[config.mk]
export PLATFORM = sky130hd
export DESIGN_NAME = pkt_sched_top
export DESIGN_NICKNAME = d
export VERILOG_FILES = /design/src/source/pkt_sched_pkg.sv /design/src/source/pkt_queue.sv /design/src/source/pkt_buffers.sv /design/src/source/pkt_admit.sv /design/src/source/pkt_scheduler.sv /design/src/source/pkt_sched_top.sv
export VERILOG_INCLUDE_DIRS = /design/src /design/src/source
export SDC_FILE = /design/constraint.sdc
export NUM_CORES = 1
export LEC_CHECK = 0
export BUFFER_PORTS_ARGS = -buffer_cell sky130_fd_sc_hd__buf_2
export CAP_MARGIN = 10
export CORE_UTILIZATION = 50
export DETAILED_ROUTE_END_ITERATION = 7
export HOLD_SLACK_MARGIN = 0.06
export PLACE_DENSITY = 0.69
export SKIP_LAST_GASP = 1
export SLEW_MARGIN = 5
export SYNTH_ARGS = -nofsm -noshare
export SYNTH_HDL_FRONTEND = slang
export SYNTH_SLANG_ARGS = --single-unit
[constraint.sdc]
create_clock -name clk -period 13.88 [get_ports clk]
set_input_delay 0.694 -clock clk [delete_from_list [all_inputs] [get_ports clk]]
set_output_delay 0.694 -clock clk [all_outputs]
set_load 0.05 [all_outputs]
[src/source/pkt_sched_cfg.svh]
`ifndef PKT_SCHED_CFG_SVH
`define PKT_SCHED_CFG_SVH

// payload bits carried by one packet
`define PKT_DATA_W 2

// four buffers of six packets each
`define PKT_NUM_BUFS 4
`define PKT_QUEUE_DEPTH 6

// buffer number and occupancy widths follow from the sizes above
`define PKT_BUF_IDX_W $clog2(`PKT_NUM_BUFS)
`define PKT_OCC_W $clog2(`PKT_QUEUE_DEPTH + 1)

// running totals
`define PKT_CNT_W 16

`endif

[src/source/pkt_sched_pkg.sv]
`default_nettype none

`include "pkt_sched_cfg.svh"

package pkt_sched_pkg;

	// one packet's data
	typedef logic [`PKT_DATA_W-1:0] pkt_data_t;

	// buffer number
	typedef logic [`PKT_BUF_IDX_W-1:0] buf_idx_t;

	// queue fill level, 0 up to the full depth
	typedef logic [`PKT_OCC_W-1:0] occ_t;

	// sent and dropped totals
	typedef logic [`PKT_CNT_W-1:0] cnt_t;

	// tie-break direction of the scheduler
	typedef enum logic [0:0] {
		MODE_LATENCY     = 1'b0,
		MODE_RELIABILITY = 1'b1
	} sched_mode_t;

endpackage

`default_nettype wire

[src/source/pkt_queue.sv]
`timescale 1ns/1ps
`default_nettype none

`include "pkt_sched_cfg.svh"

module pkt_queue #(
	parameter int DEPTH = `PKT_QUEUE_DEPTH
) (
	input  wire                            clk,
	input  wire                            rst_n_i,
	input  wire                            push_i,
	input  wire pkt_sched_pkg::pkt_data_t  push_data_i,
	input  wire                            pop_i,
	output pkt_sched_pkg::pkt_data_t       head_o,
	output pkt_sched_pkg::occ_t            occ_o
);

	pkt_sched_pkg::pkt_data_t mem [DEPTH];
	pkt_sched_pkg::occ_t      occ_q;
	pkt_sched_pkg::occ_t      wr_slot;

	// a pop in the same cycle frees one slot ahead of the tail
	assign wr_slot = pop_i ? occ_q - 1'b1 : occ_q;

	// slot 0 is the head and entries move forward on a pop
	always_ff @(posedge clk) begin
		if (pop_i) begin
			for (int i = 0; i < DEPTH - 1; i++) begin
				mem[i] <= mem[i + 1];
			end
		end
		// later assignment wins over the shifted value in that slot
		if (push_i) begin
			mem[wr_slot] <= push_data_i;
		end
	end

	// fill level
	always_ff @(posedge clk or negedge rst_n_i) begin
		if (!rst_n_i) begin
			occ_q <= '0;
		end else begin
			case ({push_i, pop_i})
				2'b10:   occ_q <= occ_q + 1'b1;
				2'b01:   occ_q <= occ_q - 1'b1;
				default: occ_q <= occ_q;
			endcase
		end
	end

	assign head_o = mem[0];
	assign occ_o  = occ_q;

endmodule

`default_nettype wire

[src/source/pkt_buffers.sv]
`timescale 1ns/1ps
`default_nettype none

`include "pkt_sched_cfg.svh"

module pkt_buffers (
	input  wire                             clk,
	input  wire                             rst_n_i,
	input  wire [`PKT_NUM_BUFS-1:0]         wr_en_i,
	input  wire pkt_sched_pkg::pkt_data_t   wr_data_i,
	input  wire [`PKT_NUM_BUFS-1:0]         pop_i,
	output pkt_sched_pkg::pkt_data_t        head_o [`PKT_NUM_BUFS],
	output pkt_sched_pkg::occ_t             occ_o [`PKT_NUM_BUFS],
	output logic [`PKT_NUM_BUFS-1:0]        full_o
);

	// one queue per buffer on a shared write data bus
	for (genvar g = 0; g < `PKT_NUM_BUFS; g++) begin : g_queue
		pkt_sched_pkg::pkt_data_t q_head;
		pkt_sched_pkg::occ_t      q_occ;

		pkt_queue #(
			.DEPTH(`PKT_QUEUE_DEPTH)
		) pkt_queue_inst (
			.clk         (clk),
			.rst_n_i     (rst_n_i),
			.push_i      (wr_en_i[g]),
			.push_data_i (wr_data_i),
			.pop_i       (pop_i[g]),
			.head_o      (q_head),
			.occ_o       (q_occ)
		);

		assign head_o[g] = q_head;
		assign occ_o[g]  = q_occ;

		// full when every slot holds a packet
		assign full_o[g] = (q_occ == pkt_sched_pkg::occ_t'(`PKT_QUEUE_DEPTH));
	end

endmodule

`default_nettype wire

[src/source/pkt_admit.sv]
`timescale 1ns/1ps
`default_nettype none

`include "pkt_sched_cfg.svh"

module pkt_admit (
	input  wire                            clk,
	input  wire                            rst_n_i,
	input  wire                            wr_en_i,
	input  wire pkt_sched_pkg::buf_idx_t   wr_buf_i,
	input  wire pkt_sched_pkg::pkt_data_t  wr_data_i,
	input  wire [`PKT_NUM_BUFS-1:0]        full_i,
	output logic [`PKT_NUM_BUFS-1:0]       buf_wr_o,
	output pkt_sched_pkg::pkt_data_t       buf_data_o,
	output logic                           drop_o,
	output pkt_sched_pkg::cnt_t            drop_count_o
);

	logic target_full;
	logic accept;
	logic reject;

	// fullness is judged before the edge so a same-edge pop frees no slot
	assign target_full = full_i[wr_buf_i];
	assign accept      = wr_en_i && !target_full;
	assign reject      = wr_en_i && target_full;

	// one-hot write enable toward the queues
	always_comb begin
		buf_wr_o = '0;
		if (accept) begin
			buf_wr_o[wr_buf_i] = 1'b1;
		end
	end

	assign buf_data_o = wr_data_i;

	// drop pulse lands in the cycle after the rejected write
	always_ff @(posedge clk or negedge rst_n_i) begin
		if (!rst_n_i) begin
			drop_o       <= 1'b0;
			drop_count_o <= '0;
		end else begin
			drop_o <= reject;
			if (reject) begin
				drop_count_o <= drop_count_o + 1'b1;
			end
		end
	end

endmodule

`default_nettype wire

[src/source/pkt_scheduler.sv]
`timescale 1ns/1ps
`default_nettype none

`include "pkt_sched_cfg.svh"

module pkt_scheduler (
	input  wire                              clk,
	input  wire                              rst_n_i,
	input  wire                              rd_en_i,
	input  wire pkt_sched_pkg::sched_mode_t  mode_i,
	input  wire pkt_sched_pkg::occ_t         occ_i [`PKT_NUM_BUFS],
	input  wire pkt_sched_pkg::pkt_data_t    head_i [`PKT_NUM_BUFS],
	output logic [`PKT_NUM_BUFS-1:0]         pop_o,
	output logic                             out_valid_o,
	output pkt_sched_pkg::buf_idx_t          out_buf_o,
	output pkt_sched_pkg::pkt_data_t         out_data_o,
	output pkt_sched_pkg::cnt_t              sent_count_o
);

	pkt_sched_pkg::buf_idx_t best_idx;
	pkt_sched_pkg::occ_t     best_occ;
	logic                    tie_high;
	logic                    fire;

	// reliability mode lets a later buffer win on equal occupancy
	assign tie_high = (mode_i == pkt_sched_pkg::MODE_RELIABILITY);

	// walk the buffers from 0 upward, keep the fullest
	always_comb begin
		best_idx = '0;
		best_occ = occ_i[0];
		for (int i = 1; i < `PKT_NUM_BUFS; i++) begin
			if ((occ_i[i] > best_occ) || (tie_high && (occ_i[i] == best_occ))) begin
				best_idx = pkt_sched_pkg::buf_idx_t'(i);
				best_occ = occ_i[i];
			end
		end
	end

	// the fullest being empty means all are empty
	assign fire = rd_en_i && (best_occ != '0);

	// pop strobe for the chosen buffer
	always_comb begin
		pop_o = '0;
		if (fire) begin
			pop_o[best_idx] = 1'b1;
		end
	end

	// valid and sent count
	always_ff @(posedge clk or negedge rst_n_i) begin
		if (!rst_n_i) begin
			out_valid_o  <= 1'b0;
			sent_count_o <= '0;
		end else begin
			out_valid_o <= fire;
			if (fire) begin
				sent_count_o <= sent_count_o + 1'b1;
			end
		end
	end

	// buffer number and data of the sent packet
	always_ff @(posedge clk) begin
		if (fire) begin
			out_buf_o  <= best_idx;
			out_data_o <= head_i[best_idx];
		end
	end

endmodule

`default_nettype wire

[src/source/pkt_sched_top.sv]
`timescale 1ns/1ps
`default_nettype none

`include "pkt_sched_cfg.svh"

module pkt_sched_top (
	input  wire                              clk,
	input  wire                              rst_n_i,
	input  wire                              wr_en_i,
	input  wire pkt_sched_pkg::buf_idx_t     wr_buf_i,
	input  wire pkt_sched_pkg::pkt_data_t    wr_data_i,
	input  wire                              rd_en_i,
	input  wire pkt_sched_pkg::sched_mode_t  mode_i,
	output logic                             out_valid_o,
	output pkt_sched_pkg::buf_idx_t          out_buf_o,
	output pkt_sched_pkg::pkt_data_t         out_data_o,
	output logic                             drop_o,
	output pkt_sched_pkg::cnt_t              sent_count_o,
	output pkt_sched_pkg::cnt_t              drop_count_o
);

	logic [`PKT_NUM_BUFS-1:0]  buf_wr;
	pkt_sched_pkg::pkt_data_t  buf_data;
	logic [`PKT_NUM_BUFS-1:0]  buf_full;
	logic [`PKT_NUM_BUFS-1:0]  buf_pop;
	pkt_sched_pkg::pkt_data_t  buf_head [`PKT_NUM_BUFS];
	pkt_sched_pkg::occ_t       buf_occ [`PKT_NUM_BUFS];

	// producer side
	pkt_admit pkt_admit_inst (
		.clk          (clk),
		.rst_n_i      (rst_n_i),
		.wr_en_i      (wr_en_i),
		.wr_buf_i     (wr_buf_i),
		.wr_data_i    (wr_data_i),
		.full_i       (buf_full),
		.buf_wr_o     (buf_wr),
		.buf_data_o   (buf_data),
		.drop_o       (drop_o),
		.drop_count_o (drop_count_o)
	);

	pkt_buffers pkt_buffers_inst (
		.clk       (clk),
		.rst_n_i   (rst_n_i),
		.wr_en_i   (buf_wr),
		.wr_data_i (buf_data),
		.pop_i     (buf_pop),
		.head_o    (buf_head),
		.occ_o     (buf_occ),
		.full_o    (buf_full)
	);

	// consumer side
	pkt_scheduler pkt_scheduler_inst (
		.clk          (clk),
		.rst_n_i      (rst_n_i),
		.rd_en_i      (rd_en_i),
		.mode_i       (mode_i),
		.occ_i        (buf_occ),
		.head_i       (buf_head),
		.pop_o        (buf_pop),
		.out_valid_o  (out_valid_o),
		.out_buf_o    (out_buf_o),
		.out_data_o   (out_data_o),
		.sent_count_o (sent_count_o)
	);

endmodule

`default_nettype wire

# --- Word level (Yosys, flattened, before mapping) ---
# Memories as Yosys holds them, arrays and structs flattened.
# Cells that the tools add are included.
word_totals:
  register_bits: 50
  ram_bits: 48
  input_bits: 9
  out_inout_bits: 38
  wordCells: 106
  memories: 4
memory_table:
  columns: ["memory", "words", "width", "read_ports", "rd_clocked_by_memory_dff", "wr", "line_no", "text"]
  rows:
  - ["pkt_buffers_inst.g_queue[0].pkt_queue_inst.mem", 6, 2, 6, 0, 6, "pkt_queue.sv:18", "pkt_sched_pkg::pkt_data_t mem [DEPTH];"]
  - ["pkt_buffers_inst.g_queue[1].pkt_queue_inst.mem", 6, 2, 6, 0, 6, "pkt_queue.sv:18", null]
  - ["pkt_buffers_inst.g_queue[2].pkt_queue_inst.mem", 6, 2, 6, 0, 6, "pkt_queue.sv:18", null]
  - ["pkt_buffers_inst.g_queue[3].pkt_queue_inst.mem", 6, 2, 6, 0, 6, "pkt_queue.sv:18", null]
classes:
  n_addsub: 10
  n_lt_le_gt_ge: 8
  eq_ne: 15
  n_mux: 41
  bitwise_logic: 1
  reduce_logical: 17
op_table:
  columns: ["cell", "n"]
  rows:
  - ["$add 16x1->16 const B", 2]
  - ["$pmux 3 s2", 4]
  - ["$mux 3", 7]
  - ["$mux 1", 20]
  - ["$add 3x1->3 const B", 4]
  - ["$eq 3x3->1 const B", 4]
  - ["$sub 3x1->3 const B", 4]
  - ["$eq 3x3->1", 3]
  - ["$gt 3x3->1", 3]
  - ["$eq 2x1->1 const B", 4]
  - ["$eq 2x2->1 const B", 4]
  - ["$logic_and 1x1->1", 8]
  - ["$mux 2", 4]
  - ["$mux 4", 2]
  - ["$reduce_bool 2->1", 4]
  - ["$lt 2x3->1 const B", 2]
  - ["$bmux 2 s2", 1]
  - ["$demux 1 s2", 2]
  - ["$ge 2x1->1 const B", 2]
  - ["$ge 3x3->1 const B", 1]
  - ["$logic_or 1x1->1", 3]
  - ["$not 2->3", 1]
  - ["$reduce_bool 3->1", 1]
  - ["$bmux 1 s2", 1]
  - ["$logic_not 1->1", 1]

# --- Depth between registers and ports, before layout ---
# Gate-level depths: netlist (run 1).
logic_depth:
  depth_word: 19
  depth_mapped: 27
  ltp_nobuf: 23

# --- By module ---
# A second synthesis (run 1) with hierarchy kept.
hier_totals:
  hier_cells: 489
  hier_area_um2: 5898.2
modules_own_cells:
  columns: ["module", "instances", "cells_per_inst", "area_each_um2", "seq_area_each_um2"]
  rows:
  - ["pkt_queue at pkt_buffers_inst.g_queue[1].pkt_queue_inst ...", 3, 68, 908.4, 435.4]
  - ["pkt_scheduler", 1, 143, 1405.1, 545.5]
  - ["pkt_queue at pkt_buffers_inst.g_queue[0].pkt_queue_inst", 1, 66, 889.6, 435.4]
  - ["pkt_admit", 1, 72, 843.3, 425.4]
  - ["pkt_buffers", 1, 4, 35.0, 0.0]

# --- Worst setup path before layout (run 1) ---
# Ideal clock, no wire load.
synth_timing:
  kind: "reg-to-reg"
  startpoint: "register pkt_buffers_inst.g_queue[1].pkt_queue_inst.occ_q[0]"
  endpoint: "memory pkt_buffers_inst.g_queue[2].pkt_queue_inst.mem[4][0] (netlist bit), data pin"
  setup_time_ns: 0.262
  arrival_time_ns: 5.261
  t_required_ns: 13.618
  path_slack_ns: 8.357
  path_stages_with_launch: 26
  n_path_buf: 4
  period_less_slack_ns: 5.523
  path_cell_list: "dfrtp_1 > clkbuf_1 > inv_1 > ha_1 > nand2b_1 > a211o_1 > and2_1 > clkbuf_1 > o21ai_0 > ha_1 > nand2b_1 > a211o_1 > and2_1 > clkbuf_1 > nor2_1 > a21oi_1 > ha_1 > nand2b_4 > a211oi_4 > nor2_2 > or2_4 > clkinv_2 > buf_6 > nand4_2 > a311oi_2 > mux2_1"
synth_rtl:
  columns: ["item", "line_no", "text"]
  rows:
  - ["from (decl)", "pkt_queue.sv:19", "pkt_sched_pkg::occ_t occ_q;"]
  - ["from (signal assigned)", "pkt_queue.sv:44", "2'b10: occ_q <= occ_q + 1'b1;"]
  - ["from (signal assigned)", "pkt_queue.sv:45", "2'b01: occ_q <= occ_q - 1'b1;"]
  - ["from (signal assigned)", "pkt_queue.sv:46", "default: occ_q <= occ_q;"]
  - ["to (decl)", "pkt_queue.sv:18", null]

# --- Final worst setup path (run 1) ---
layout_timing:
  startpoint: "register pkt_buffers_inst.g_queue[1].pkt_queue_inst.occ_q[0]"
  endpoint: "register pkt_scheduler_inst.sent_count_o[1]"
layout_via:
  elab_chain_len: 14
  elab_cells_between_ends: 17
  classes_between: "order compare (3); eq/ne (3); mux (3); reduce/logical (8)"
layout_rtl:
  columns: ["item", "line_no", "text"]
  rows:
  - ["parallel branches: the longest is 3 deep, another holds $gt 3x3->1", null, null]
  - ["$mux 3 *", "pkt_scheduler.sv:33", "if ((occ_i[i] > best_occ) || (tie_high && (occ_i[i] == best_occ))) begin"]
  - ["parallel branches: the longest is 3 deep, another holds $gt 3x3->1", null, null]
  - ["$mux 3 *", "pkt_scheduler.sv:33", null]
  - ["parallel branches: the longest is 3 deep, another holds $gt 3x3->1", null, null]
  - ["$mux 3 *", "pkt_scheduler.sv:33", null]
  - ["$reduce_bool 3->1 *", "pkt_scheduler.sv:41", "assign fire = rd_en_i && (best_occ != '0);"]
  - ["$logic_and 1x1->1 *", "pkt_scheduler.sv:41", null]
  - ["named net pkt_scheduler_inst.fire", "pkt_scheduler.sv:23", "logic fire;"]
  - ["to (signal assigned)", "pkt_scheduler.sv:59", "sent_count_o <= sent_count_o + 1'b1;"]
  - ["to (decl)", "pkt_scheduler.sv:17", "output pkt_sched_pkg::cnt_t sent_count_o"]
# Mark *: on every way through the listed nets, which the timed path passes.
# A chain may end at the register's enable or synchronous reset.

==> results of run 1 <==
[metrics by stage]
step	area, µm²	setup WS (ns)	utilization (%)
2_1_floorplan	5490	8.36	-
3_3_place_gp	5800	8.06	55.2
3_5_place_dp	5800	7.86	55.2
4_1_cts	5980	7.87	56.9
5_1_grt	5980	7.34	56.9
6_report	5980	7.82	56.9
[layout make-up]
cell class,instances,area (µm²),area share [%]
tap,136,170,2.84
sequential,98,2710,45.3
timing repair buffer,47,238,3.97
clock inverter,7,56.3,0.941
inverter,21,80.1,1.34
multi-input combinational,345,2600,43.5
clock buffer,9,124,2.07
[cell usage after synthesis, types with 2 or more instances]
cell type | instances | share of area [%]
nand4_1 | 17 | 1.9
nor2_1 | 23 | 1.6
nor4_1 | 7 | 0.80
nor3_1 | 21 | 1.9
inv_2 | 2 | 0.14
nor3b_1 | 3 | 0.41
and2_1 | 2 | 0.23
o21ai_0 | 13 | 1.2
buf_2 | 7 | 0.64
edfxtp_1 | 52 | 28
nand3_1 | 16 | 1.5
a41oi_1 | 2 | 0.32
xor2_1 | 23 | 3.7
or3_1 | 2 | 0.23
nand2_1 | 35 | 2.4
a21o_1 | 2 | 0.27
nand4b_1 | 2 | 0.32
a21oi_1 | 13 | 1.2
or4_1 | 3 | 0.41
o21ai_1 | 3 | 0.27
clkbuf_1 | 14 | 0.96
or2_2 | 13 | 1.5
ha_1 | 27 | 6.1
a311oi_2 | 2 | 0.55
xnor2_1 | 24 | 3.8
mux2i_1 | 12 | 2.2
inv_1 | 17 | 1.2
mux2_1 | 7 | 1.4
mux2_2 | 35 | 7.2
a211o_1 | 2 | 0.32
a211oi_2 | 2 | 0.46
nand2b_1 | 4 | 0.46
dfrtp_1 | 46 | 21
o31ai_1 | 4 | 0.55
and3_1 | 9 | 1.0
[cell families after synthesis]
group | count (synthesis) | share of synthesized area [%]
AO/OA/AOI/OAI | 50 | 6.54
XOR/XNOR | 48 | 7.79
adder cells (fa/ha/maj) | 27 | 6.15
buffers and inverters | 43 | 3.26
flip-flops | 98 | 49.4
multiplexers | 54 | 10.8
AND/OR/NAND/NOR | 166 | 16.1
[critical path: cells and delay by family, from the launching register on]
family / cells / cell delay (ns)
compound gates: 6 / 2.15
simple gates: 8 / 1.45
fa+ha+maj: 3 / 0.93
flops: 1 / 0.56
buf+inv: 3 / 0.53
mux: 1 / 0.36
[per-layer routing]
| layer | vias to the layer above | share of wire, % | global-route usage, % |
|---|---|---|---|
| met4 | 0 | 2.3 | 8.12 |
| met2 | 91 | 45 | 30.6 |
| li1 | 1833 | - | - |
| met3 | 19 | 4.5 | 4.56 |
| met1 | 1772 | 48 | 25.1 |
| met5 | - | 0 | 0 |
[flip-flops by register name, indices dropped and copies added, names as in the netlist]
register	cells
pkt_admit_inst.drop_o	1
pkt_scheduler_inst.out_valid_o	1
pkt_buffers_inst.g_queue.pkt_queue_inst.occ_o	12
pkt_admit_inst.drop_count_o	16
pkt_scheduler_inst.out_buf_o	2
pkt_scheduler_inst.out_data_o	2
pkt_scheduler_inst.sent_count_o	16
pkt_buffers_inst.g_queue.pkt_queue_inst.mem	48
[final timing paths]
kind | start | to | cells past startpoint
max | flop | pkt_scheduler_inst.sent_count_o[1]$_DFFE_PN0N_ | 21
min in group asynchronous | rst_n_i | pkt_admit_inst.drop_count_o[12]$_DFFE_PN0P_ | 1
min | pkt_scheduler_inst.sent_count_o[15]$_DFFE_PN0N_ | pkt_scheduler_inst.sent_count_o[15]$_DFFE_PN0N_ | 1
max reg2reg | flop | pkt_scheduler_inst.sent_count_o[1]$_DFFE_PN0N_ | 21
min reg2reg | pkt_scheduler_inst.sent_count_o[15]$_DFFE_PN0N_ | pkt_scheduler_inst.sent_count_o[15]$_DFFE_PN0N_ | 1
max in group asynchronous | rst_n_i | pkt_scheduler_inst.sent_count_o[3]$_DFFE_PN0N_ | 1
==> impl_metrics.csv, run 1 <==
group,metric,value,unit
timing,finalCritPeriodShare,43.7,%
global_route,grt_max_degree,47,
clocking,cts_tree,"done",
timing,hold_viol,0,
synthesis,synth.distinct_cells,55,
critical_path,cp_cell_sequence,"inv_1 > ha_1 > nand2b_1 > a211o_1 > and2_1 > o21ai_0 > ha_1 > nand2b_1 > a211o_1 > and2_1 > nor2_1 > a21oi_1 > ha_1 > nand4b_1 > o21ai_1 > nor2_2 > or2_4 > clkinv_2 > a311oi_2 > inv_2 > mux2_1",
critical_path,cpMostUsedCell,"ha_1",
critical_path,cp_max_fo,15,
die,die_h,107,µm
die,ios,47,
layout,n_fill_cell,901,
synthesis,synth_seq_cells,98,
layout,layout.cells.most_common_list,"edfxtp_1 (52), buf_2 (46), dfrtp_1 (46), nand2_1 (35), mux2_2 (35)",
job,maxCapViolCount,0,
route,firstDrtPassIters,4,
critical_path,max_stage_delay,0.98,ns
clocking,cts_setup_buffers,0,
critical_path,critPathRequiredTime,14.15,ns
die,die_area,11400,µm²
clocking,clk_pin_slew,0.11,ns
die,core_area,10500,µm²
timing,finalHoldWorstSlack,0.470,ns
synthesis,seq_area_frac_synth,49.4,%
timing,tightest_slew,1.12,ns
synthesis,synth_edf_count,52,
critical_path,crit_path_start_kind,"flop",
synthesis,ys.flop_type,"edfxtp_1",
clocking,h-tree-depth,3,
placement,numPlacedInstances,647,
global_route,antenna_found_initial,0,
synthesis,avgSynthCellArea,11.3,µm²
global_route,grt_pass1_vias,3663,
critical_path,crit_type,"reg2reg",
synthesis,postSynthCellCount,486,
timing,period_needed,6.06,ns
placement,dp_hpwl,7390,µm
timing,skew,0.0175,ns
die,initial_core_util,52.3,%
timing,max-slew-margin-rel,25.4,%
critical_path,worst_path_max_delay_cell,"a311oi_2",
outcome,status,"completed",
route,wl_per_cell,15.2,µm
synthesis,synth_warnings,0,
route,viasPerCell,5.60,
timing,finalSetupTns,0,ns
critical_path,worst_setup_path_end_kind,"flop",
synthesis,synth_area,5490,µm²
synthesis,async_flop_share,46.9,%
worst_hold_path,holdCritPathClass,"reg2reg",
clocking,cts-root-buf,"clkbuf_8",
global_route,grt_pass1_wl,17200,µm
route,ant_nets,0,
layout,final_layout_size_suffix_gt1_share,23.5,%
layout,diodes,0,
global_route,grt_usage,19.2,%
route,drt_wl_total,10100,µm
timing,drv_slew,0,
clocking,cts.sinks,98,
critical_path,r2r_slack,7.82,ns
layout,final_nets,558,
layout,final_cells,663,
layout,final_common_cell,"edfxtp_1",
clocking,cts_buffers,9,
placement,routabilityCongestion,0.814,
die,std_cell_rows,37,
critical_path,arrival,6.33,ns
timing,rsz0062_at_grt,"false",
route,drt-initial-drc-count,216,
clocking,cts_hold_buf,0,
placement,portBuffers,46,
layout,area_growth,8.90,%
clocking,clk_latency,0.38,ns
clocking,postCtsResizedCells,0,
route,num_vias,3715,
synthesis,syn_nets,522,
timing,fmax,165,MHz
die,die_w,107,µm
route,drc_errors,0,
global_route,gr-total-overflow,0,
timing,setup_violations,0,
clocking,clockBufferDepth,2,
Power of run 1 is not shown: default switching activity piles up to over one toggle a cycle in this logic, so the estimate is an artifact.
==> run 2, diff against run 1 <==
Settings changed: PLACE_DENSITY 0.69 to 0.71.
Clock period 13.88 ns to 5.5 ns, I/O delays scaled along.
==> run 2 against run 1 <==
  * Die area unchanged
  * Sequential cell count did not move
  * Clock skew down 0.010 ns
  * Cell count increased by 1.8%
  * Cell area increased by 1.6%
  * Non-clock buffer count up 12
  * Routed wire length increased by 7.2%
  * Global-route usage increased by 0.70 points
  * Count of clock-buffer cells in the layout grew 1
  * Critical path depth is the same
  * Critical path type unchanged
==> impl_metrics.csv, run 2 (same netlist as run 1, synthesis figures left out) <==
group,metric,value,unit
die,die_w,107,µm
clocking,cts.sinks,98,
critical_path,worst_setup_path_end_kind,"flop",
route,drt-initial-drc-count,214,
layout,final_nets,570,
critical_path,r2r_slack,0.24,ns
layout,largest_register_ffs,48,
layout,final_layout_size_suffix_gt1_share,26.3,%
clocking,cts_hold_buf,0,
clocking,cts_buffers,9,
critical_path,max_stage_delay,0.39,ns
timing,max-slew-margin-rel,29.3,%
route,ant_nets,0,
placement,portBuffers,46,
global_route,grt_use_met1,26.7,%
timing,skew,0.00717,ns
global_route,met2_usage,32.5,%
die,core_area,10500,µm²
clocking,cts_tree,"done",
placement,post-place-ws,0.112,ns
timing,hold_viol,0,
timing,drv_slew,0,
global_route,grt_pass1_wl,17800,µm
critical_path,r2r_cells,21,
placement,routabilityCongestion,0.861,
critical_path,cp_cell_sequence,"inv_1 > ha_1 > nand2b_1 > a211o_1 > and2_2 > buf_4 > a21oi_1 > ha_1 > a211o_1 > and2_1 > nor2_1 > a21oi_1 > ha_1 > nand2b_4 > a211oi_4 > nor2_2 > or2_4 > inv_4 > nand4b_1 > a311oi_2 > mux2_1",
layout,fin_area,6080,µm²
route,drc_errors,0,
timing,period_needed,5.26,ns
route,num_vias,3831,
worst_hold_path,holdCritPathClass,"in2async",
die,initial_core_util,52.3,%
layout,final_common_cell,"edfxtp_1",
clocking,clockBufferDepth,2,
placement,numPlacedInstances,655,
critical_path,crit_type,"reg2reg",
layout,layout.cells.most_common_list,"edfxtp_1 (52), buf_2 (46), dfrtp_1 (44), nand2_1 (35), mux2_2 (35)",
outcome,status,"completed",
timing,setup_violations,0,
critical_path,arrival,5.38,ns
clocking,clk_pin_slew,0.09,ns
layout,diodes,0,
timing,finalCritPeriodShare,95.7,%
job,maxCapViolCount,0,
placement,dpl_cell_area,5860,µm²
global_route,grt.busiest_layer,"met2",
route,viasPerCell,5.68,
route,firstDrtPassIters,4,
route,wl_per_cell,16.0,µm
die,std_cell_rows,37,
global_route,grt_max_degree,47,
global_route,antenna_found_initial,0,
route,drt_wl_total,10800,µm
placement,dp_hpwl,7740,µm
die,die_area,11400,µm²
global_route,grt_pass1_vias,3664,
layout,reg_top3,"pkt_buffers_inst.g_queue.pkt_queue_inst.mem x48, pkt_admit_inst.drop_count_o x16, pkt_scheduler_inst.sent_count_o x16",
global_route,grt_usage,19.9,%
die,ios,47,
critical_path,cp_max_fo,12,
layout,final_cells,675,
global_route,gr-total-overflow,0,
clocking,cts-root-buf,"clkbuf_8",
timing,fin_ws,0.237,ns
die,die_h,107,µm
critical_path,critPathRequiredTime,5.62,ns
layout,n_fill_cell,899,
global_route,grt_use_met3,3.77,%
clocking,h-tree-depth,3,
timing,tightest_slew,1.06,ns
clocking,clk_latency,0.36,ns
critical_path,cpMostUsedCell,"ha_1",
layout,area_growth,10.7,%
critical_path,crit_path_start_kind,"flop",
timing,fmax,190,MHz
layout,regMostFlops,"pkt_buffers_inst.g_queue.pkt_queue_inst.mem",
critical_path,worst_path_max_delay_cell,"dfrtp_1",
-- run 2: per-layer routing --
layer	share of wire [%]	wire, µm	vias up
li1	-	-	1850
met1	47	5130	1879
met2	48	5150	92
met3	3.8	413	10
met4	1.1	114	0
met5	0	0	-
-- run 2: area by class of cell --
cell class / instances / area [µm²] / share of cell area [%]
clock buffers: 10 / 138 / 2.26
clock inverters: 6 / 40.0 / 0.659
inverters: 21 / 81.3 / 1.34
multi-input cells: 345 / 2610 / 42.9
flip-flops and latches: 98 / 2720 / 44.7
well taps: 136 / 170 / 2.80
repair buffers: 59 / 328 / 5.39
-- run 2: critical path: cells and delay by family, from the launching register on --
family | cells | cell delay [ns]
AO/OA/AOI/OAI | 6 | 1.55
adder cells (fa/ha/maj) | 3 | 0.85
buffers and inverters | 3 | 0.43
flip-flops | 1 | 0.39
multiplexers | 1 | 0.36
AND/OR/NAND/NOR | 8 | 1.44
-- run 2: per-stage QoR --
| step | setup TNS [ns] | util [%] | hold WS (ns) |
|---|---|---|---|
| 2_1_floorplan | 0 | - | -0.0206 |
| 5_1_grt | -0.0294 | 57.9 | 0.170 |
| 3_5_place_dp | 0 | 55.8 | 0.460 |
| 6_report | 0 | 57.9 | 0.104 |
| 4_1_cts | 0 | 57.5 | 0.125 |
| 3_3_place_gp | 0 | 55.8 | 0.451 |
-- run 2: repair_timing --
item / 4_1_cts / 5_1_grt
endpoints found under the setup margin: 0 / 35
resized for setup: 0 / 8
buffers inserted: 0 / 4
-- run 2: worst min path at each step --
stage / start / endpoint / depth (start not counted)
2_1_floorplan: rst_n_i / pkt_admit_inst.drop_count_o[0]$_DFFE_PN0P_ / 0
3_3_place_gp: pkt_scheduler_inst.sent_count_o[15]$_DFFE_PN0N_ / pkt_scheduler_inst.sent_count_o[15]$_DFFE_PN0N_ / 1
3_5_place_dp: pkt_scheduler_inst.sent_count_o[15]$_DFFE_PN0N_ / pkt_scheduler_inst.sent_count_o[15]$_DFFE_PN0N_ / 1
4_1_cts: rst_n_i / pkt_admit_inst.drop_count_o[10]$_DFFE_PN0P_ / 1
5_1_grt: rst_n_i / pkt_admit_inst.drop_count_o[11]$_DFFE_PN0P_ / 1
6_report: rst_n_i / pkt_admit_inst.drop_count_o[10]$_DFFE_PN0P_ / 1
Power of run 2 is left out for the same reason.
==> run 3, diff against run 2 <==
Settings changed: REMOVE_ABC_BUFFERS from default to 1.
==> run 3 against run 2 <==
  * Global-route usage is 0.055 points higher
  * Via count is 0.81% lower
  * Critical path depth grew 1
  * Worst hold slack worse by 0.020 ns
==> impl_metrics.csv, run 3 (same netlist as run 1, synthesis figures left out) <==
group,metric,value,unit
clocking,cts_buffers,9,
timing,skew,0.0124,ns
clocking,clk_pin_slew,0.10,ns
die,core_area,10500,µm²
timing,tightest_slew,1.05,ns
critical_path,arrival,5.33,ns
layout,regMostFlops,"pkt_buffers_inst.g_queue.pkt_queue_inst.mem",
placement,numPlacedInstances,654,
clocking,cts_tree,"done",
layout,fin_util,58.0,%
route,wl_per_cell,15.9,µm
critical_path,critPathRequiredTime,5.61,ns
die,initial_core_util,52.3,%
timing,fmax,192,MHz
timing,drv_slew,0,
critical_path,cpMostUsedCell,"ha_1",
route,firstDrtPassIters,4,
global_route,grt_pass1_vias,3863,
critical_path,r2r_cells,22,
die,ios,47,
global_route,antenna_found_initial,0,
route,drt-initial-drc-count,149,
route,top_layer,"met4",
die,die_w,107,µm
clocking,clockBufferDepth,2,
clocking,h-tree-depth,3,
timing,finalCritPeriodShare,94.8,%
route,ant_nets,0,
die,die_area,11400,µm²
layout,final_cells,672,
route,drc_errors,0,
critical_path,crit_type,"reg2reg",
critical_path,worst_setup_path_end_kind,"flop",
critical_path,r2r_slack,0.29,ns
clocking,cts-root-buf,"clkbuf_8",
timing,finalHoldWorstSlack,0.0843,ns
layout,final_common_cell,"edfxtp_1",
layout,final_layout_size_suffix_gt1_share,25.9,%
die,die_h,107,µm
die,std_cell_rows,37,
global_route,grt_usage,20.0,%
outcome,status,"completed",
global_route,gr-total-overflow,0,
clocking,clk_latency,0.37,ns
placement,dp_hpwl,7800,µm
route,wl_met3,503,µm
timing,rsz0062_at_grt,"true",
placement,portBuffers,46,
critical_path,cp_num_cells,22,
route,num_vias,3800,
route,wl_met1,5040,µm
global_route,grt_max_degree,47,
global_route,grt_pass1_wl,18000,µm
job,maxCapViolCount,0,
layout,diodes,0,
timing,hold_viol,0,
route,route.met2.wl,5090,µm
critical_path,worst_path_max_delay_cell,"dfrtp_1",
critical_path,crit_path_start_kind,"flop",
worst_hold_path,holdCritPathClass,"in2async",
critical_path,cp_max_fo,11,
route,drt_wl_total,10700,µm
timing,max-slew-margin-rel,30.3,%
layout,reg_top3,"pkt_buffers_inst.g_queue.pkt_queue_inst.mem x48, pkt_admit_inst.drop_count_o x16, pkt_scheduler_inst.sent_count_o x16",
route,viasPerCell,5.65,
clocking,cts.sinks,98,
critical_path,cp_cell_sequence,"inv_2 > ha_1 > nand2b_1 > a211o_1 > and2_2 > nand2_1 > o21ai_2 > ha_1 > nand2b_1 > a211o_1 > and2_2 > nor2_1 > a21oi_1 > ha_1 > nand2b_4 > a211oi_4 > a2bb2oi_2 > nand4_1 > buf_4 > nor4_1 > a21oi_1 > mux2_1",
layout,largest_register_ffs,48,
timing,period_needed,5.21,ns
critical_path,cp_top_family,"compound AO/OA/AOI/OAI gates",
layout,area_growth,10.9,%
layout,final_nets,567,
timing,setup_violations,0,
layout,layout.cells.most_common_list,"edfxtp_1 (52), buf_2 (46), dfrtp_1 (45), nand2_1 (35), mux2_2 (35)",
critical_path,path_buf_inv,2,
placement,routabilityCongestion,0.853,
critical_path,max_stage_delay,0.37,ns
==> run 3: cell count changes in the layout (fill, tap and decap cells not counted), sizes merged <==
cell / change
buf: -3
clkinvlp: +1
inv: -1
==> run 3: repair_timing <==
action,4_1_cts,5_1_grt
gates resized for setup,1,11
endpoints found under the setup margin,3,81
pin swaps,1,3
setup buffers,1,1
hold buffers,0,0
==> run 3: worst min path at each step <==
stage,start,endpoint,slack [ns]
after global placement,pkt_scheduler_inst.sent_count_o[15]$_DFFE_PN0N_,pkt_scheduler_inst.sent_count_o[15]$_DFFE_PN0N_,0.45
final,rst_n_i,pkt_admit_inst.drop_count_o[10]$_DFFE_PN0P_,0.08
after CTS,rst_n_i,pkt_admit_inst.drop_count_o[9]$_DFFE_PN0P_,0.13
after global routing,rst_n_i,pkt_admit_inst.drop_count_o[10]$_DFFE_PN0P_,0.17
after detailed placement,pkt_admit_inst.drop_count_o[15]$_DFFE_PN0P_,pkt_admit_inst.drop_count_o[15]$_DFFE_PN0P_,0.47
after floorplan,rst_n_i,pkt_admit_inst.drop_count_o[0]$_DFFE_PN0P_,-0.02
==> run 3: layout make-up <==
type                            count  area [µm²]
Tap cell                          136         170
Timing Repair Buffer               56         318
Clock buffer                       10         128
Sequential cell                    98        2710
Clock inverter                      6        42.5
Multi-Input combinational cell    345        2640
Inverter                           21        83.8
Fill cell                         897        4410
==> run 3: worst reg2reg max path: cells and delay by family, from the launching register on <==
family          cells  cell delay (ns)
compound gates      7             1.58
simple gates        9             1.55
fa+ha+maj           3             0.91
flops               1             0.37
mux                 1             0.31
buf+inv             2             0.25
==> run 3: stage by stage <==
stage	setup slack (ns)	setup TNS (ns)	area, µm²
floorplan	0.104	0	5400
global placement	0.203	0	5860
detailed placement	-0.0524	-0.0524	5860
CTS	0.110	0	6040
global route	0.00290	0	6090
finish	0.288	0	6090
==> run 3: metal layers <==
| layer | up-vias | GRT usage, % |
|---|---|---|
| met5 | - | 0 |
| met4 | 0 | 5.77 |
| met3 | 7 | 4.19 |
| met2 | 102 | 33.7 |
| met1 | 1844 | 25.9 |
| li1 | 1847 | - |
Power of run 3 is left out for the same reason.
